`src/scalar_pkg.sv`:
```
////////////////////
// Shared widths, opcode encodings and types for the scalar unit.
// Every stage imports this package by wildcard in its module header.
////////////////////
`default_nettype none

package scalar_pkg;

	localparam int data_width     = 32;
	localparam int instr_width    = 32;
	localparam int reg_addr_width = 4;
	localparam int num_regs       = 16;
	localparam int op_field_width = 2;
	localparam int imm_width      = instr_width - 1 - 3*op_field_width - 3*reg_addr_width;

	////////////////////
	// Opcode fields
	localparam logic [op_field_width-1:0] op_type_alu  = 2'b00;
	localparam logic [op_field_width-1:0] op_type_ctrl = 2'b01;
	localparam logic [op_field_width-1:0] class_arith  = 2'b00;
	localparam logic [op_field_width-1:0] class_imm    = 2'b01;
	localparam logic [op_field_width-1:0] class_move   = 2'b11;
	localparam logic [op_field_width-1:0] class_halt   = 2'b01;
	localparam logic [op_field_width-1:0] code_add     = 2'b00;
	localparam logic [op_field_width-1:0] code_sub     = 2'b01;
	localparam logic [op_field_width-1:0] code_and     = 2'b10;
	localparam logic [op_field_width-1:0] code_or      = 2'b11;
	localparam logic [op_field_width-1:0] code_mov_in  = 2'b10;
	localparam logic [op_field_width-1:0] code_mov_out = 2'b11;
	localparam logic [op_field_width-1:0] code_halt    = 2'b11;

	////////////////////
	// Types
	typedef logic [data_width-1:0]     data_t;
	typedef logic [reg_addr_width-1:0] reg_addr_t;

	typedef struct packed {
		logic                      sel_unit;
		logic [op_field_width-1:0] op_type;
		logic [op_field_width-1:0] op_class;
		logic [op_field_width-1:0] op_code;
		reg_addr_t                 dst;
		reg_addr_t                 src1;
		reg_addr_t                 src2;
		logic [imm_width-1:0]      imm;
	} instr_t;

	// Nine operations, so the encoding needs four bits
	typedef enum logic [3:0] {
		exe_add, exe_sub, exe_and, exe_or, exe_addi,
		exe_mov_in, exe_mov_out, exe_halt, exe_nop
	} exe_op_t;

	typedef struct packed {
		logic zero;
		logic negative;
	} status_t;

	// Operations that write the register file
	function automatic logic op_writes_reg(exe_op_t op);
		return op inside {exe_add, exe_sub, exe_and, exe_or, exe_addi, exe_mov_in};
	endfunction

	function automatic logic op_sets_status(exe_op_t op);
		return op inside {exe_add, exe_sub, exe_and, exe_or, exe_addi};
	endfunction

endpackage

`default_nettype wire

```
`src/scalar_reg_file.sv`:
```
////////////////////
// Scalar register file, 16 words.
// Two combinational read ports, one write port on the clock edge.
////////////////////
`timescale 1ns/10ps
`default_nettype none

module scalar_reg_file
	import scalar_pkg::*;
(
	input  logic      clock,
	input  logic      reset,
	input  reg_addr_t rd_addr1,
	input  reg_addr_t rd_addr2,
	output data_t     rd_data1,
	output data_t     rd_data2,
	input  logic      we,
	input  reg_addr_t waddr,
	input  data_t     wdata
);

	data_t regs [num_regs];

	assign rd_data1 = regs[rd_addr1];
	assign rd_data2 = regs[rd_addr2];

	always_ff @(posedge clock) begin
		if (reset) begin
			for (int i = 0; i < num_regs; i++) begin
				regs[i] <= '0;
			end
		end
		else if (we) begin
			regs[waddr] <= wdata;
		end
	end

endmodule

`default_nettype wire

```
`src/scalar_decode.sv`:
```
////////////////////
// Decode stage.
// Routes vector instructions to v_command, maps scalar opcodes to an
// execute operation and picks operands through the bypass paths.
////////////////////
`timescale 1ns/10ps
`default_nettype none

module scalar_decode
	import scalar_pkg::*;
(
	input  logic      clock,
	input  logic      reset,
	input  logic      en,
	input  logic      instr_valid,
	input  instr_t    instr,
	output reg_addr_t rd_addr1,
	output reg_addr_t rd_addr2,
	input  data_t     rd_data1,
	input  data_t     rd_data2,
	input  logic      byp_ex_valid,
	input  reg_addr_t byp_ex_dst,
	input  data_t     byp_ex_data,
	input  logic      rf_we,
	input  reg_addr_t rf_waddr,
	input  data_t     rf_wdata,
	output logic      v_command_valid,
	output instr_t    v_command,
	output logic      ex_valid,
	output exe_op_t   ex_op,
	output reg_addr_t ex_dst,
	output data_t     ex_a,
	output data_t     ex_b
);

	exe_op_t dec_op;
	data_t   imm_ext;
	data_t   opnd_a;
	data_t   opnd_b;
	logic    take;

	assign take     = en & instr_valid;
	assign rd_addr1 = instr.src1;
	assign rd_addr2 = instr.src2;
	assign imm_ext  = {{(data_width-imm_width){instr.imm[imm_width-1]}}, instr.imm};

	always_comb begin
		dec_op = exe_nop;
		if (instr.op_type == op_type_alu) begin
			case (instr.op_class)
				class_arith: begin
					case (instr.op_code)
						code_add: dec_op = exe_add;
						code_sub: dec_op = exe_sub;
						code_and: dec_op = exe_and;
						default:  dec_op = exe_or;
					endcase
				end
				class_imm:  dec_op = exe_addi;
				class_move: begin
					if (instr.op_code == code_mov_in)
						dec_op = exe_mov_in;
					else if (instr.op_code == code_mov_out)
						dec_op = exe_mov_out;
				end
				default: dec_op = exe_nop;
			endcase
		end
		else if (instr.op_type == op_type_ctrl && instr.op_class == class_halt &&
				instr.op_code == code_halt) begin
			dec_op = exe_halt;
		end
	end

	////////////////////
	// Bypass, youngest result first
	assign opnd_a = (byp_ex_valid && byp_ex_dst == instr.src1) ? byp_ex_data :
			(rf_we && rf_waddr == instr.src1) ? rf_wdata : rd_data1;
	assign opnd_b = (dec_op == exe_addi) ? imm_ext :
			(byp_ex_valid && byp_ex_dst == instr.src2) ? byp_ex_data :
			(rf_we && rf_waddr == instr.src2) ? rf_wdata : rd_data2;

	always_ff @(posedge clock) begin
		if (reset) begin
			v_command_valid <= 1'b0;
			ex_valid        <= 1'b0;
			ex_op           <= exe_nop;
		end
		else begin
			v_command_valid <= take & instr.sel_unit;
			if (en) begin
				ex_valid <= instr_valid & ~instr.sel_unit;
				ex_op    <= dec_op;
			end
		end
	end

	always_ff @(posedge clock) begin
		if (take && instr.sel_unit)
			v_command <= instr;
		if (take && !instr.sel_unit) begin
			ex_dst <= instr.dst;
			ex_a   <= opnd_a;
			ex_b   <= opnd_b;
		end
	end

endmodule

`default_nettype wire

```
`src/scalar_execute.sv`:
```
////////////////////
// Execute stage.
// ALU and register moves; the unregistered result also feeds the
// decode bypass so dependent instructions can issue back to back.
////////////////////
`timescale 1ns/10ps
`default_nettype none

module scalar_execute
	import scalar_pkg::*;
(
	input  logic      clock,
	input  logic      reset,
	input  logic      en,
	input  logic      ex_valid,
	input  exe_op_t   ex_op,
	input  reg_addr_t ex_dst,
	input  data_t     ex_a,
	input  data_t     ex_b,
	input  data_t     scalar_data_in,
	output logic      fwd_valid,
	output reg_addr_t fwd_dst,
	output data_t     fwd_data,
	output logic      wb_valid,
	output exe_op_t   wb_op,
	output reg_addr_t wb_dst,
	output data_t     wb_data
);

	data_t result;

	always_comb begin
		case (ex_op)
			exe_add, exe_addi: result = ex_a + ex_b;
			exe_sub:           result = ex_a - ex_b;
			exe_and:           result = ex_a & ex_b;
			exe_or:            result = ex_a | ex_b;
			exe_mov_in:        result = scalar_data_in;
			exe_mov_out:       result = ex_a;
			default:           result = '0;
		endcase
	end

	assign fwd_valid = ex_valid & op_writes_reg(ex_op);
	assign fwd_dst   = ex_dst;
	assign fwd_data  = result;

	always_ff @(posedge clock) begin
		if (reset) begin
			wb_valid <= 1'b0;
			wb_op    <= exe_nop;
		end
		else if (en) begin
			wb_valid <= ex_valid;
			wb_op    <= ex_op;
		end
	end

	always_ff @(posedge clock) begin
		if (en) begin
			wb_dst  <= ex_dst;
			wb_data <= result;
		end
	end

endmodule

`default_nettype wire

```
`src/scalar_result.sv`:
```
////////////////////
// Result stage.
// Writes the register file, keeps the status flags and the aux
// scalar register, and pulses term on halt.
////////////////////
`timescale 1ns/10ps
`default_nettype none

module scalar_result
	import scalar_pkg::*;
(
	input  logic      clock,
	input  logic      reset,
	input  logic      en,
	input  logic      wb_valid,
	input  exe_op_t   wb_op,
	input  reg_addr_t wb_dst,
	input  data_t     wb_data,
	output logic      rf_we,
	output reg_addr_t rf_waddr,
	output data_t     rf_wdata,
	output data_t     scalar_data_out,
	output status_t   status,
	output logic      term
);

	logic commit;

	// Stage retires only on an enabled cycle
	assign commit   = en & wb_valid;

	assign rf_we    = commit & op_writes_reg(wb_op);
	assign rf_waddr = wb_dst;
	assign rf_wdata = wb_data;

	////////////////////
	// Status, aux register, term
	always_ff @(posedge clock) begin
		if (reset) begin
			status          <= '0;
			scalar_data_out <= '0;
			term            <= 1'b0;
		end
		else begin
			term <= commit & (wb_op == exe_halt);
			if (commit && op_sets_status(wb_op)) begin
				status.zero     <= (wb_data == '0);
				status.negative <= wb_data[data_width-1];
			end
			// Move to vector unit goes out through the aux register
			if (commit && wb_op == exe_mov_out)
				scalar_data_out <= wb_data;
		end
	end

endmodule

`default_nettype wire

```
`src/scalar_unit.sv`:
```
////////////////////
// Scalar unit top level.
// Vector instructions leave as v_command, scalar ones run through
// decode, execute and result stages around a 16-entry register file.
////////////////////
`timescale 1ns/10ps
`default_nettype none

module scalar_unit
	import scalar_pkg::*;
(
	input  logic    clock,
	input  logic    reset,
	input  logic    en,
	input  logic    instr_valid,
	input  instr_t  instr,
	input  data_t   scalar_data_in,
	output logic    v_command_valid,
	output instr_t  v_command,
	output data_t   scalar_data_out,
	output status_t status,
	output logic    term
);

	reg_addr_t rd_addr1;
	reg_addr_t rd_addr2;
	data_t     rd_data1;
	data_t     rd_data2;

	logic      ex_valid;
	exe_op_t   ex_op;
	reg_addr_t ex_dst;
	data_t     ex_a;
	data_t     ex_b;

	// Live result of the instruction now in execute
	logic      fwd_valid;
	reg_addr_t fwd_dst;
	data_t     fwd_data;

	logic      wb_valid;
	exe_op_t   wb_op;
	reg_addr_t wb_dst;
	data_t     wb_data;

	logic      rf_we;
	reg_addr_t rf_waddr;
	data_t     rf_wdata;

	scalar_decode decode0 (
		.clock(clock), .reset(reset), .en(en),
		.instr_valid(instr_valid), .instr(instr),
		.rd_addr1(rd_addr1), .rd_addr2(rd_addr2),
		.rd_data1(rd_data1), .rd_data2(rd_data2),
		.byp_ex_valid(fwd_valid), .byp_ex_dst(fwd_dst), .byp_ex_data(fwd_data),
		.rf_we(rf_we), .rf_waddr(rf_waddr), .rf_wdata(rf_wdata),
		.v_command_valid(v_command_valid), .v_command(v_command),
		.ex_valid(ex_valid), .ex_op(ex_op), .ex_dst(ex_dst),
		.ex_a(ex_a), .ex_b(ex_b)
	);

	scalar_reg_file reg_file0 (
		.clock(clock), .reset(reset),
		.rd_addr1(rd_addr1), .rd_addr2(rd_addr2),
		.rd_data1(rd_data1), .rd_data2(rd_data2),
		.we(rf_we), .waddr(rf_waddr), .wdata(rf_wdata)
	);

	scalar_execute execute0 (
		.clock(clock), .reset(reset), .en(en),
		.ex_valid(ex_valid), .ex_op(ex_op), .ex_dst(ex_dst),
		.ex_a(ex_a), .ex_b(ex_b), .scalar_data_in(scalar_data_in),
		.fwd_valid(fwd_valid), .fwd_dst(fwd_dst), .fwd_data(fwd_data),
		.wb_valid(wb_valid), .wb_op(wb_op), .wb_dst(wb_dst), .wb_data(wb_data)
	);

	scalar_result result0 (
		.clock(clock), .reset(reset), .en(en),
		.wb_valid(wb_valid), .wb_op(wb_op), .wb_dst(wb_dst), .wb_data(wb_data),
		.rf_we(rf_we), .rf_waddr(rf_waddr), .rf_wdata(rf_wdata),
		.scalar_data_out(scalar_data_out), .status(status), .term(term)
	);

endmodule

`default_nettype wire

```
`config.mk`:
```
export PLATFORM = sky130hd
export DESIGN_NAME = scalar_unit
export DESIGN_NICKNAME = d
export VERILOG_FILES = /design/src/scalar_pkg.sv /design/src/scalar_reg_file.sv /design/src/scalar_decode.sv /design/src/scalar_execute.sv /design/src/scalar_result.sv /design/src/scalar_unit.sv
export SDC_FILE = /design/constraint.sdc
export NUM_CORES = 1
export LEC_CHECK = 0
export BUFFER_PORTS_ARGS = -buffer_cell sky130_fd_sc_hd__buf_2
export CAP_MARGIN = 25
export CORE_ASPECT_RATIO = 1.5
export CORE_MARGIN = 1
export CORE_UTILIZATION = 33
export CTS_CLUSTER_DIAMETER = 80
export CTS_CLUSTER_SIZE = 40
export DETAILED_ROUTE_END_ITERATION = 12
export HOLD_SLACK_MARGIN = 0.03
export SLEW_MARGIN = 25
export SYNTH_ARGS = -nofsm -noshare
export SYNTH_HDL_FRONTEND = slang
export SYNTH_SLANG_ARGS = --single-unit
```
`constraint.sdc`:
```
create_clock -name clock -period 5 [get_ports clock]
set_input_delay 0.25 -clock clock [delete_from_list [all_inputs] [get_ports clock]]
set_output_delay 0.25 -clock clock [all_outputs]
set_load 0.02 [all_outputs]
```
Word level (Yosys, flattened, before mapping). Memories as Yosys holds them, arrays and structs flattened. Cells that the tools add are included. Widths: inputs -> output; s select.

Bits in writable memories: 512. Register bits after elaboration: 182. Memories kept: 1. Word-level logic and storage cells: 101. Output and inout bits: 68.

Bitwise logic cells: 10. Mux-type cells: 20. Equality and inequality tests: 24. Add/sub/neg operators: 2. Reductions and logical operators: 22.

Memory list: reg_file0.regs (words 16, width 32, rd ports 2, clocked after Yosys merged registers in 0, wr ports 16, line scalar_reg_file.sv:22) `data_t regs [num_regs];`.

Operator list (number): $mux 32 (6); $pmux 32 s6 (1); $add 32x32->32 (1); $and 32x32->32 (1); $eq 4x3->1 const B (8); $logic_not 32->1 (1); $or 32x32->32 (1); $reduce_or 32->1 (1); $sub 32x32->32 (1); $mux 4 (5); $eq 4x2->1 const B (4); $eq 4x4->1 (4); $pmux 4 s3 (1); $reduce_bool 6->1 (2); $logic_and 1x1->1 (10); $eq 4x1->1 const B (2); $logic_not 4->1 (2); $and 1x1->1 (7); $eq 2x1->1 const B (3); $eq 2x2->1 const B (3); $logic_not 2->1 (3); $mux 1 (6); $pmux 2 s3 (1); $reduce_bool 5->1 (1); other kinds (3) (3).

Logic depth before layout (Yosys ltp). Gate-level depths: netlist (run 1).

Word-level depth: 8. Mapped depth: 21. Mapped depth without buffers: 20.

By module. From an unflattened synthesis (run 1), not the netlist that was laid out.

Cell total of the unflattened synthesis: 2816. Area total of the unflattened synthesis: 37950.1 µm².

Modules (own cells, without submodules): scalar_reg_file (seq. area each 15374.7 µm², cells each 1687, area an instance 26581.7 µm², instances 1); scalar_decode (seq. area each 3123.0 µm², cells each 388, area an instance 5144.9 µm², instances 1); scalar_execute (seq. area each 1181.1 µm², cells each 540, area an instance 4655.7 µm², instances 1); scalar_result (seq. area each 700.7 µm², cells each 201, area an instance 1567.8 µm², instances 1).

Worst setup path before layout (run 1). Ideal clock, no wire load.

Path type: register to register. From: register decode0.ex_b[0]. To: register decode0.ex_b[31] (data pin). Stages on the path, launching flop included: 22. Required time: 4.736 ns. Data arrival time: 4.064 ns. Setup slack: 0.672 ns. Cell sequence: edfxtp_1 inv_1 ha_1 nand2b_1 or4_1 nor2_1 nand2_1 nor2_1 nand3_1 or2_1 o21ai_0 xnor2_1 ha_1 clkbuf_1 a21oi_1 o21ai_0 o311a_1 nor2_1 a211oi_1 o2111a_1 o31ai_2 o21ai_2.

Word-level cells in the longest chain between the ends: 4.

Ends and longest elaborated chain: start, declared (line scalar_decode.sv:33) `output data_t ex_b`; start signal, assigned (line scalar_decode.sv:104) `ex_b <= opnd_b;`; $sub 32x32->32 / $add 32x32->32 (equally long branches) (line scalar_execute.sv:35, scalar_execute.sv:34); $pmux 32 s6 (*) (line scalar_execute.sv:33) `case (ex_op)`; $mux 32 (*) (line scalar_decode.sv:80) `(byp_ex_valid && byp_ex_dst == instr.src2) ? byp_ex_data :`; $mux 32 (*) (line scalar_decode.sv:79) `assign opnd_b = (dec_op == exe_addi) ? imm_ext :`; via decode0.opnd_b[31] (line scalar_decode.sv:39) `data_t opnd_b;`.

Mark *: on every way through the listed nets, which the timed path passes. The rest lies on a longest branch. A chain may end at the register's enable or synchronous reset.

Final worst setup path (run 1).
From: register decode0.ex_b[1]. To: register decode0.ex_b[30] (data pin).

Same word-level chain as after synthesis.

==> reports/qor.yml, run 1 <==
synth:
  synthFlopType: "edfxtp_1"
  synth_compound_area_share_pct: 6.02
  synth_top_family_by_area: "multiplexers"
  synth-async-reset-ratio_pct: 0
  synth_area_leaders: "edfxtp_1 51%, mux4_2 19%, and2_1 8.5%"
  synthSimpleGateAreaFrac_pct: 13.3
  syn_inst: 2748
  synth_area_per_cell_um2: 13.8
  synth_top_area_cell: "edfxtp_1"
  synth_edf_count: 648
  synth_cell_types: 68
  synth_mux_area_share_pct: 21.2
  ys_warn_count: 0
  synth_top_cell_area_share_pct: 51.4
  synth-adder-area-share_pct: 1.18
  syn_nets: 2851
  synth-seq-cells: 694
  synth_xor_area_share_pct: 1.50
  ys_seq_area_share_pct: 53.8
  syn-cell-area_um2: 37900
worst_setup_path:
  cp.required_ps: 5360
  critPathMaxFanout: 9
  start_kind: "flip-flop"
  critPathKind: "flip-flop to flip-flop"
  cp-end-kind: "flip-flop"
  critPathArrivalTime_ps: 5100
routing:
  dr.pass1.iters: 6
  finalWirelength_mm: 122
  wl_per_cell_um: 28.8
  vias_per_cell: 5.74
  via_count: 24367
  drtIter0Drc: 2418
  drc: 0
  postRouteAntennaNets: 0
floorplanning:
  num_rows: 151
  initial_core_util_pct: 33.4
  die_w_um: 279
  num_io_pins: 136
  die_y_um: 417
  coreArea_um2: 113000
  dieArea_um2: 116000
global_routing:
  grt.total_usage_pct: 20.8
  grt_pass1_wl_mm: 174
  grt_max_degree: 64
  grt_pass1_vias: 24526
  overflow: 0
  antenna_found_initial: 5
finish:
  nets: 2878
  layout_common_cells: "648 x edfxtp_1, 517 x and2_1, 320 x mux4_2"
  drive_gt1_share_pct: 23.5
  area_delta_synth_final_pct: 9.50
  final_common_cell: "edfxtp_1"
cts:
  cts-htree-levels: 1
  clock-sinks: 694
  clk_pin_slew_ps: 150
  cts_tree: "done"
  clockBufferDepth: 3
  root_buffer: "clkbuf_16"
  cts_buffers: 23
  insertion_delay_ps: 630
timing:
  finalHoldViolations: 0
  clock.fmax_ghz: 0.211
  fin_tns_setup_ps: 0
  rsz0062_at_grt: "false"
  slew_violations: 0
  setup_violations: 0
  finalCriticalPeriod_ps: 4740
  fin_ws_ps: 264
  relSlewSlack_pct: 27.7
  post-route-period-util_pct: 94.7
  fin_skew_ps: 32.5
  worst_slew_pin_slew_ps: 1090
placement:
  gp_congestion: 0.918
  dp_slack_ps: 200
  io_buffers: 135
  dp.final_hpwl_mm: 79.8
pwr:
  ir_drop_uv: 225
  p_total_w: 0.0110
  leakage_nw: 14.7
  power_per_cell_area_nw_per_um2: 265
min_path:
  worstHoldPathType: "primary input to flip-flop"
flow_run:
  drv_cap: 0
run_status:
  status: "complete, no violations"
-- metal layers --
layer / routed length (µm) / GRT usage, %
met4: 6950 / 10.6
met2: 65600 / 39.2
met1: 42300 / 22.7
met5: 0 / 0
met3: 7530 / 2.32
-- critical path, stage by stage, from the launching register on --
cell and delay (ps):
edfxtp_1 440, inv_1 100, ha_1 170, nand2b_1 70, or4_1 490, nor2_4 170, nand2_1 70, nor2_1 90
buf_4 160, a31oi_1 100, xnor2_1 170, ha_1 390, and4_1 300, a221o_1 420, or3b_1 390, o21ai_1 250
o21ai_1 160, mux2i_1 180, o31ai_1 240, nand2_1 70
-- cell families after synthesis --
logic type / Yosys count
DFF: 694
AOI/OAI and AO/OA: 356
and+or+nand+nor: 902
xor gates and xnor gates: 65
buffers and inverters: 296
muxes: 400
adders and majority gates: 35
-- synthesized netlist by cell type (3+ instances only) --
| master | count |
|---|---|
| o21ai_0 | 65 |
| nand2b_1 | 18 |
| ha_1 | 34 |
| or2_1 | 3 |
| and4_1 | 3 |
| xnor2_1 | 39 |
| o22ai_1 | 3 |
| dfxtp_1 | 46 |
| a211oi_1 | 8 |
| o21a_1 | 8 |
| edfxtp_1 | 648 |
| o211ai_1 | 5 |
| and2_1 | 517 |
| o41ai_1 | 3 |
| nand3_1 | 15 |
| o221ai_1 | 7 |
| a221oi_1 | 4 |
| or4_1 | 4 |
| and3_1 | 8 |
| a21o_1 | 36 |
| o31ai_1 | 10 |
| inv_1 | 36 |
| nor2b_1 | 10 |
| mux2_2 | 10 |
| nand4_1 | 10 |
| a222oi_1 | 25 |
| nor3_1 | 19 |
| o21ai_1 | 28 |
| nor4_1 | 16 |
| xor2_1 | 26 |
| clkbuf_1 | 221 |
| nor3b_1 | 3 |
| a21boi_0 | 11 |
| a31oi_1 | 11 |
| mux4_2 | 320 |
| nand4b_1 | 4 |
| a21oi_1 | 107 |
| nand2_1 | 150 |
| nand3b_1 | 4 |
| or2_2 | 21 |
| buf_2 | 8 |
| nor2_1 | 91 |
| mux2i_1 | 70 |
| buf_1 | 31 |
-- where the power goes --
| part | leakage, nW | internal, W | total, W | switching, W |
|---|---|---|---|---|
| Combinational | 7.37 | 0.000616 | 0.00139 | 0.000778 |
| Sequential | 6.95 | 0.00654 | 0.00672 | 0.000180 |
| Clock | 0.370 | 0.000989 | 0.00286 | 0.00187 |
| Total | 14.7 | 0.00815 | 0.0110 | 0.00283 |
-- repair_timing --
item | 4_1_cts | 5_1_grt
hold buffers | 29 | 0
hold endpoints to repair | 58 | 0
buffers inserted | 0 | 2
setup endpoints to repair | 0 | 8
gates resized for setup | 0 | 4
-- flip-flops by register name, indices dropped and copies added (netlist names), 2 cells and up --
signal / flops
reg_file0.regs: 512
decode0.ex_a: 32
decode0.ex_b: 32
decode0.v_command: 32
execute0.wb_data: 32
result0.scalar_data_out: 32
decode0.ex_dst: 4
decode0.ex_op: 4
execute0.wb_dst: 4
execute0.wb_op: 4
result0.status: 2
-- per-stage QoR --
stage	instance area (µm²)	cells	hold WS, ps	util [%]
6_report	41500	4246	63.6	36.6
5_1_grt	41500	4246	62.4	36.6
4_1_cts	41400	4242	31.7	36.5
3_5_place_dp	40400	4172	443	35.6
3_3_place_gp	40400	4172	439	35.6
2_1_floorplan	37900	2748	349	-
-- area by class of cell --
class / instances / area [µm²]
fill: 10722 / 71900
sequential: 694 / 20400
multi-input combinational: 1758 / 16500
tap: 1453 / 1820
timing repair buffer: 262 / 1800
clock buffer: 34 / 659
inverter: 36 / 135
clock inverter: 7 / 116
antenna: 2 / 5.00
-- final timing paths --
path                                     from                           to  slack (ps)  depth (start not counted)
setup reg to reg              decode0.ex_b[1]             decode0.ex_b[30]         260                         19
hold reg to reg   result0.scalar_data_out[19]  result0.scalar_data_out[19]         460                          2
setup / recovery              decode0.ex_b[1]             decode0.ex_b[30]         260                         19
hold / removal             scalar_data_in[12]         execute0.wb_data[12]          60                          3
Note: power is estimated with default switching activity, not from simulation.
==> run 2: changes to the inputs <==
Settings changed: ABC_AREA set to 1.
==> reports/qor.yml, run 2 <==
run_status:
  status: "complete, no violations"  # unchanged
placement:
  dp.cells: 6049  # was 4172
  dp.final_hpwl_mm: 98.1  # was 79.8 mm
  gp_congestion: 1.01  # was 0.918
  placed_area_um2: 40800  # was 40400 µm²
  io_buffers: 135  # unchanged
  dp_slack_ps: 948  # was 200 ps
timing:
  hold_slack_ps: 56.0  # was 63.6 ps
  fin_ws_ps: 869  # was 264 ps
  slew_violations: 0  # unchanged
  finalHoldViolations: 0  # unchanged
  rsz0062_at_grt: "false"  # unchanged
  finalCriticalPeriod_ps: 4130  # was 4740 ps
  fin_tns_setup_ps: 0  # unchanged
  relSlewSlack_pct: 27.2  # was 27.7%
  post-route-period-util_pct: 82.6  # was 94.7%
  fin_skew_ps: 27.2  # was 32.5 ps
  clock.fmax_ghz: 0.242  # was 0.211 GHz
  setup_violations: 0  # unchanged
  worst_slew_pin_slew_ps: 1090  # about the same
cts:
  cts-htree-levels: 1  # unchanged
  root_buffer: "clkbuf_16"  # unchanged
  clk_pin_slew_ps: 140  # was 150 ps
  ctsHoldBuffers: 53  # was 29
  post-cts-setup-buffer-count: 0  # unchanged
  cts_buffers: 28  # was 23
  cts_tree: "done"  # unchanged
  cts_resized: 0  # unchanged
  clock-sinks: 694  # unchanged
  clockBufferDepth: 3  # unchanged
  insertion_delay_ps: 670  # was 630 ps
global_routing:
  overflow: 0  # unchanged
  grt_pass1_vias: 34136  # was 24526
  grt_pass1_wl_mm: 226  # was 174 mm
  antenna_found_initial: 2  # was 5
  grt_max_degree: 156  # was 64
  grt.total_usage_pct: 25.8  # was 20.8%
worst_setup_path:
  start_kind: "flip-flop"  # unchanged
  crit_path_cell_trace: "nor2_1 -> nand2_1 -> nor3_2 -> nand3_1 -> nand2_1 -> xor2_1 -> inv_1 -> ha_1 -> nand2_1 -> nor2_1 -> inv_1 -> nor2_1 -> nand4_1 -> nand3_1 -> nand2_1 -> nand3_1 -> nand2_1 -> o21ai_1 -> nand2_1"  # was inv_1 -> ha_1 -> nand2b_1 -> or4_1 -> nor2_4 -> nand2_1 -> nor2_1 -> buf_4 -> a31oi_1 -> xnor2_1 -> ha_1 -> and4_1 -> a221o_1 -> or3b_1 -> o21ai_1 -> o21ai_1 -> mux2i_1 -> o31ai_1 -> nand2_1
  cp_top_family: "simple AND/OR/NAND/NOR gates"  # unchanged
  startpoint: "decode0.ex_b[6]"  # was decode0.ex_b[1]
  crit_top_cell: "nand2_1"
  reg2reg_to: "decode0.ex_b[18]"  # was decode0.ex_b[30]
  critPathSlowestCell: "edfxtp_1"  # was or4_1
  critPathMaxFanout: 5  # was 9
  worstReg2RegStart: "decode0.ex_b[6]"  # was decode0.ex_b[1]
  critPathKind: "flip-flop to flip-flop"  # unchanged
  rrSetupSlack_ps: 870  # was 260 ps
  crit_path_end: "decode0.ex_b[18]"  # was decode0.ex_b[30]
  rr_worst_depth: 19  # unchanged
  cp-end-kind: "flip-flop"  # unchanged
  path_depth: 19  # unchanged
  max_stage_delay_ps: 510  # was 490 ps
  cp.required_ps: 5400  # was 5360 ps
  critPathBufInv: 2  # unchanged
  critPathArrivalTime_ps: 4540  # was 5100 ps
synth:
  ys_seq_area_share_pct: 52.7  # was 53.8%
  syn_inst: 4619  # was 2748
  synth-async-reset-ratio_pct: 0  # unchanged
  synth_edf_count: 648  # unchanged
  synth_area_leaders: "edfxtp_1 50%, nor2_1 9.6%, nand2_1 7.0%"  # was edfxtp_1 51%, mux4_2 19%, and2_1 8.5%
  ys_warn_count: 0  # unchanged
  synth-seq-cells: 694  # unchanged
  syn_nets: 4722  # was 2851
  yosys-top-cells-count: "984 x nor2_1, 726 x nand2_1, 648 x edfxtp_1, 458 x o21ai_0, 278 x nand3_1"  # was 648 x edfxtp_1, 517 x and2_1, 320 x mux4_2, 221 x clkbuf_1, 150 x nand2_1
  yosysMostFrequentCell: "nor2_1"  # was edfxtp_1
  syn-cell-area_um2: 38700  # was 37900 µm²
  synth_top_cell_area_share_pct: 50.3  # was 51.4%
  synthFlopType: "edfxtp_1"  # unchanged
  synth_top_area_cell: "edfxtp_1"  # unchanged
  synth_cell_types: 51  # was 68
  synth_area_per_cell_um2: 8.37  # was 13.8 µm²
floorplanning:
  coreArea_um2: 116000  # was 113000 µm²
  die_y_um: 421  # was 417 µm
  die_w_um: 281  # was 279 µm
  initial_core_util_pct: 33.3  # was 33.4%
  num_rows: 153  # was 151
  dieArea_um2: 119000  # was 116000 µm²
  num_io_pins: 136  # unchanged
finish:
  fin_cells: 6154  # was 4246
  largest-register: "reg_file0.regs"  # unchanged
  largest_reg_flops: 512  # unchanged
  final_common_cell: "nor2_1"  # was edfxtp_1
  nets: 4686  # was 2878
  drive_gt1_share_pct: 7.76  # was 23.5%
  area_delta_synth_final_pct: 9.70  # was 9.50%
  design_area_um2: 42400  # was 41500 µm²
  layout_common_cells: "983 x nor2_1, 694 x nand2_1, 648 x edfxtp_1"  # was 648 x edfxtp_1, 517 x and2_1, 320 x mux4_2
pwr:
  power_per_cell_area_nw_per_um2: 281  # was 265 nW/µm²
  ir_drop_uv: 325  # was 225 µV
  leakage_nw: 16.3  # was 14.7 nW
routing:
  wl_per_cell_um: 25.6  # was 28.8 µm
  drtIter0Drc: 5029  # was 2418
  dr.pass1.iters: 8  # was 6
  vias_per_cell: 5.81  # was 5.74
  finalWirelength_mm: 157  # was 122 mm
  postRouteAntennaNets: 0  # unchanged
  via_count: 35763  # was 24367
  drc: 0  # unchanged
min_path:
  worstHoldPathType: "primary input to flip-flop"  # unchanged
  whs_path_depth: 5  # was 3
flow_run:
  drv_cap: 0  # unchanged
run 2: cell types whose count changed after synthesis, moves of 56 or more:
cell	change
o22ai_1	+77
and2_1	-515
inv_1	+215
o221ai_1	+57
o21ai_1	+56
buf_2	+104
nand2_1	+576
nand3_1	+263
o21ai_0	+393
mux4_2	-320
nor2_1	+893
o211ai_1	+122
mux2i_1	-70
a21oi_1	+154
run 2: kinds of logic after synthesis:
group / count (synthesis) / synth area share (%)
and+or+nand+nor: 2062 / 21.5
xor gates and xnor gates: 43 / 0.974
adders and majority gates: 35 / 1.15
AOI/OAI and AO/OA: 1132 / 16.8
buffers and inverters: 653 / 6.81
DFF: 694 / 52.7
run 2: worst min-delay path by stage:
stage | start | to | slack (ps)
after floorplan | reset | decode0.ex_valid | 320
after global placement | instr[7] | decode0.v_command[7] | 450
after detailed placement | instr[7] | decode0.v_command[7] | 460
after CTS | en | result0.term | 40
after global routing | instr[16] | decode0.v_command[16] | 60
final | en | result0.term | 60
run 2: cell type report:
class / count / area, µm²
Sequential cell: 694 / 20400
Multi-Input combinational cell: 3272 / 15800
Clock inverter: 21 / 375
Fill cell: 11817 / 73600
Timing Repair Buffer: 284 / 2080
Inverter: 303 / 1150
Antenna cell: 1 / 2.50
Tap cell: 1550 / 1940
Clock buffer: 29 / 726
run 2: tightest hold or removal path: cells and delay by family:
| family | cells | cell delay (ps) |
|---|---|---|
| AND/OR/NAND/NOR | 4 | 320 |
| buffers and inverters | 1 | 110 |
run 2: metrics by stage:
stage                     total power [W]  utilization, %
after detailed placement          0.00858            35.1
after CTS                          0.0119            36.5
after floorplan                   0.00788               -
after global routing               0.0123            36.6
after global placement            0.00857            35.1
final                              0.0119            36.6
run 2: power by group:
group          switching [W]  internal (W)  total [W]
clock                0.00217       0.00122    0.00339
sequential          0.000116       0.00656    0.00667
combinational        0.00138      0.000494    0.00188
run 2: per-layer routing:
layer,up-vias,share of wire (%),global-route usage [%]
met5,-,0,0
met4,0,8.2,18.6
met3,612,8.3,2.93
met2,2198,49,44.4
met1,17130,35,29.3
li1,15823,-,-
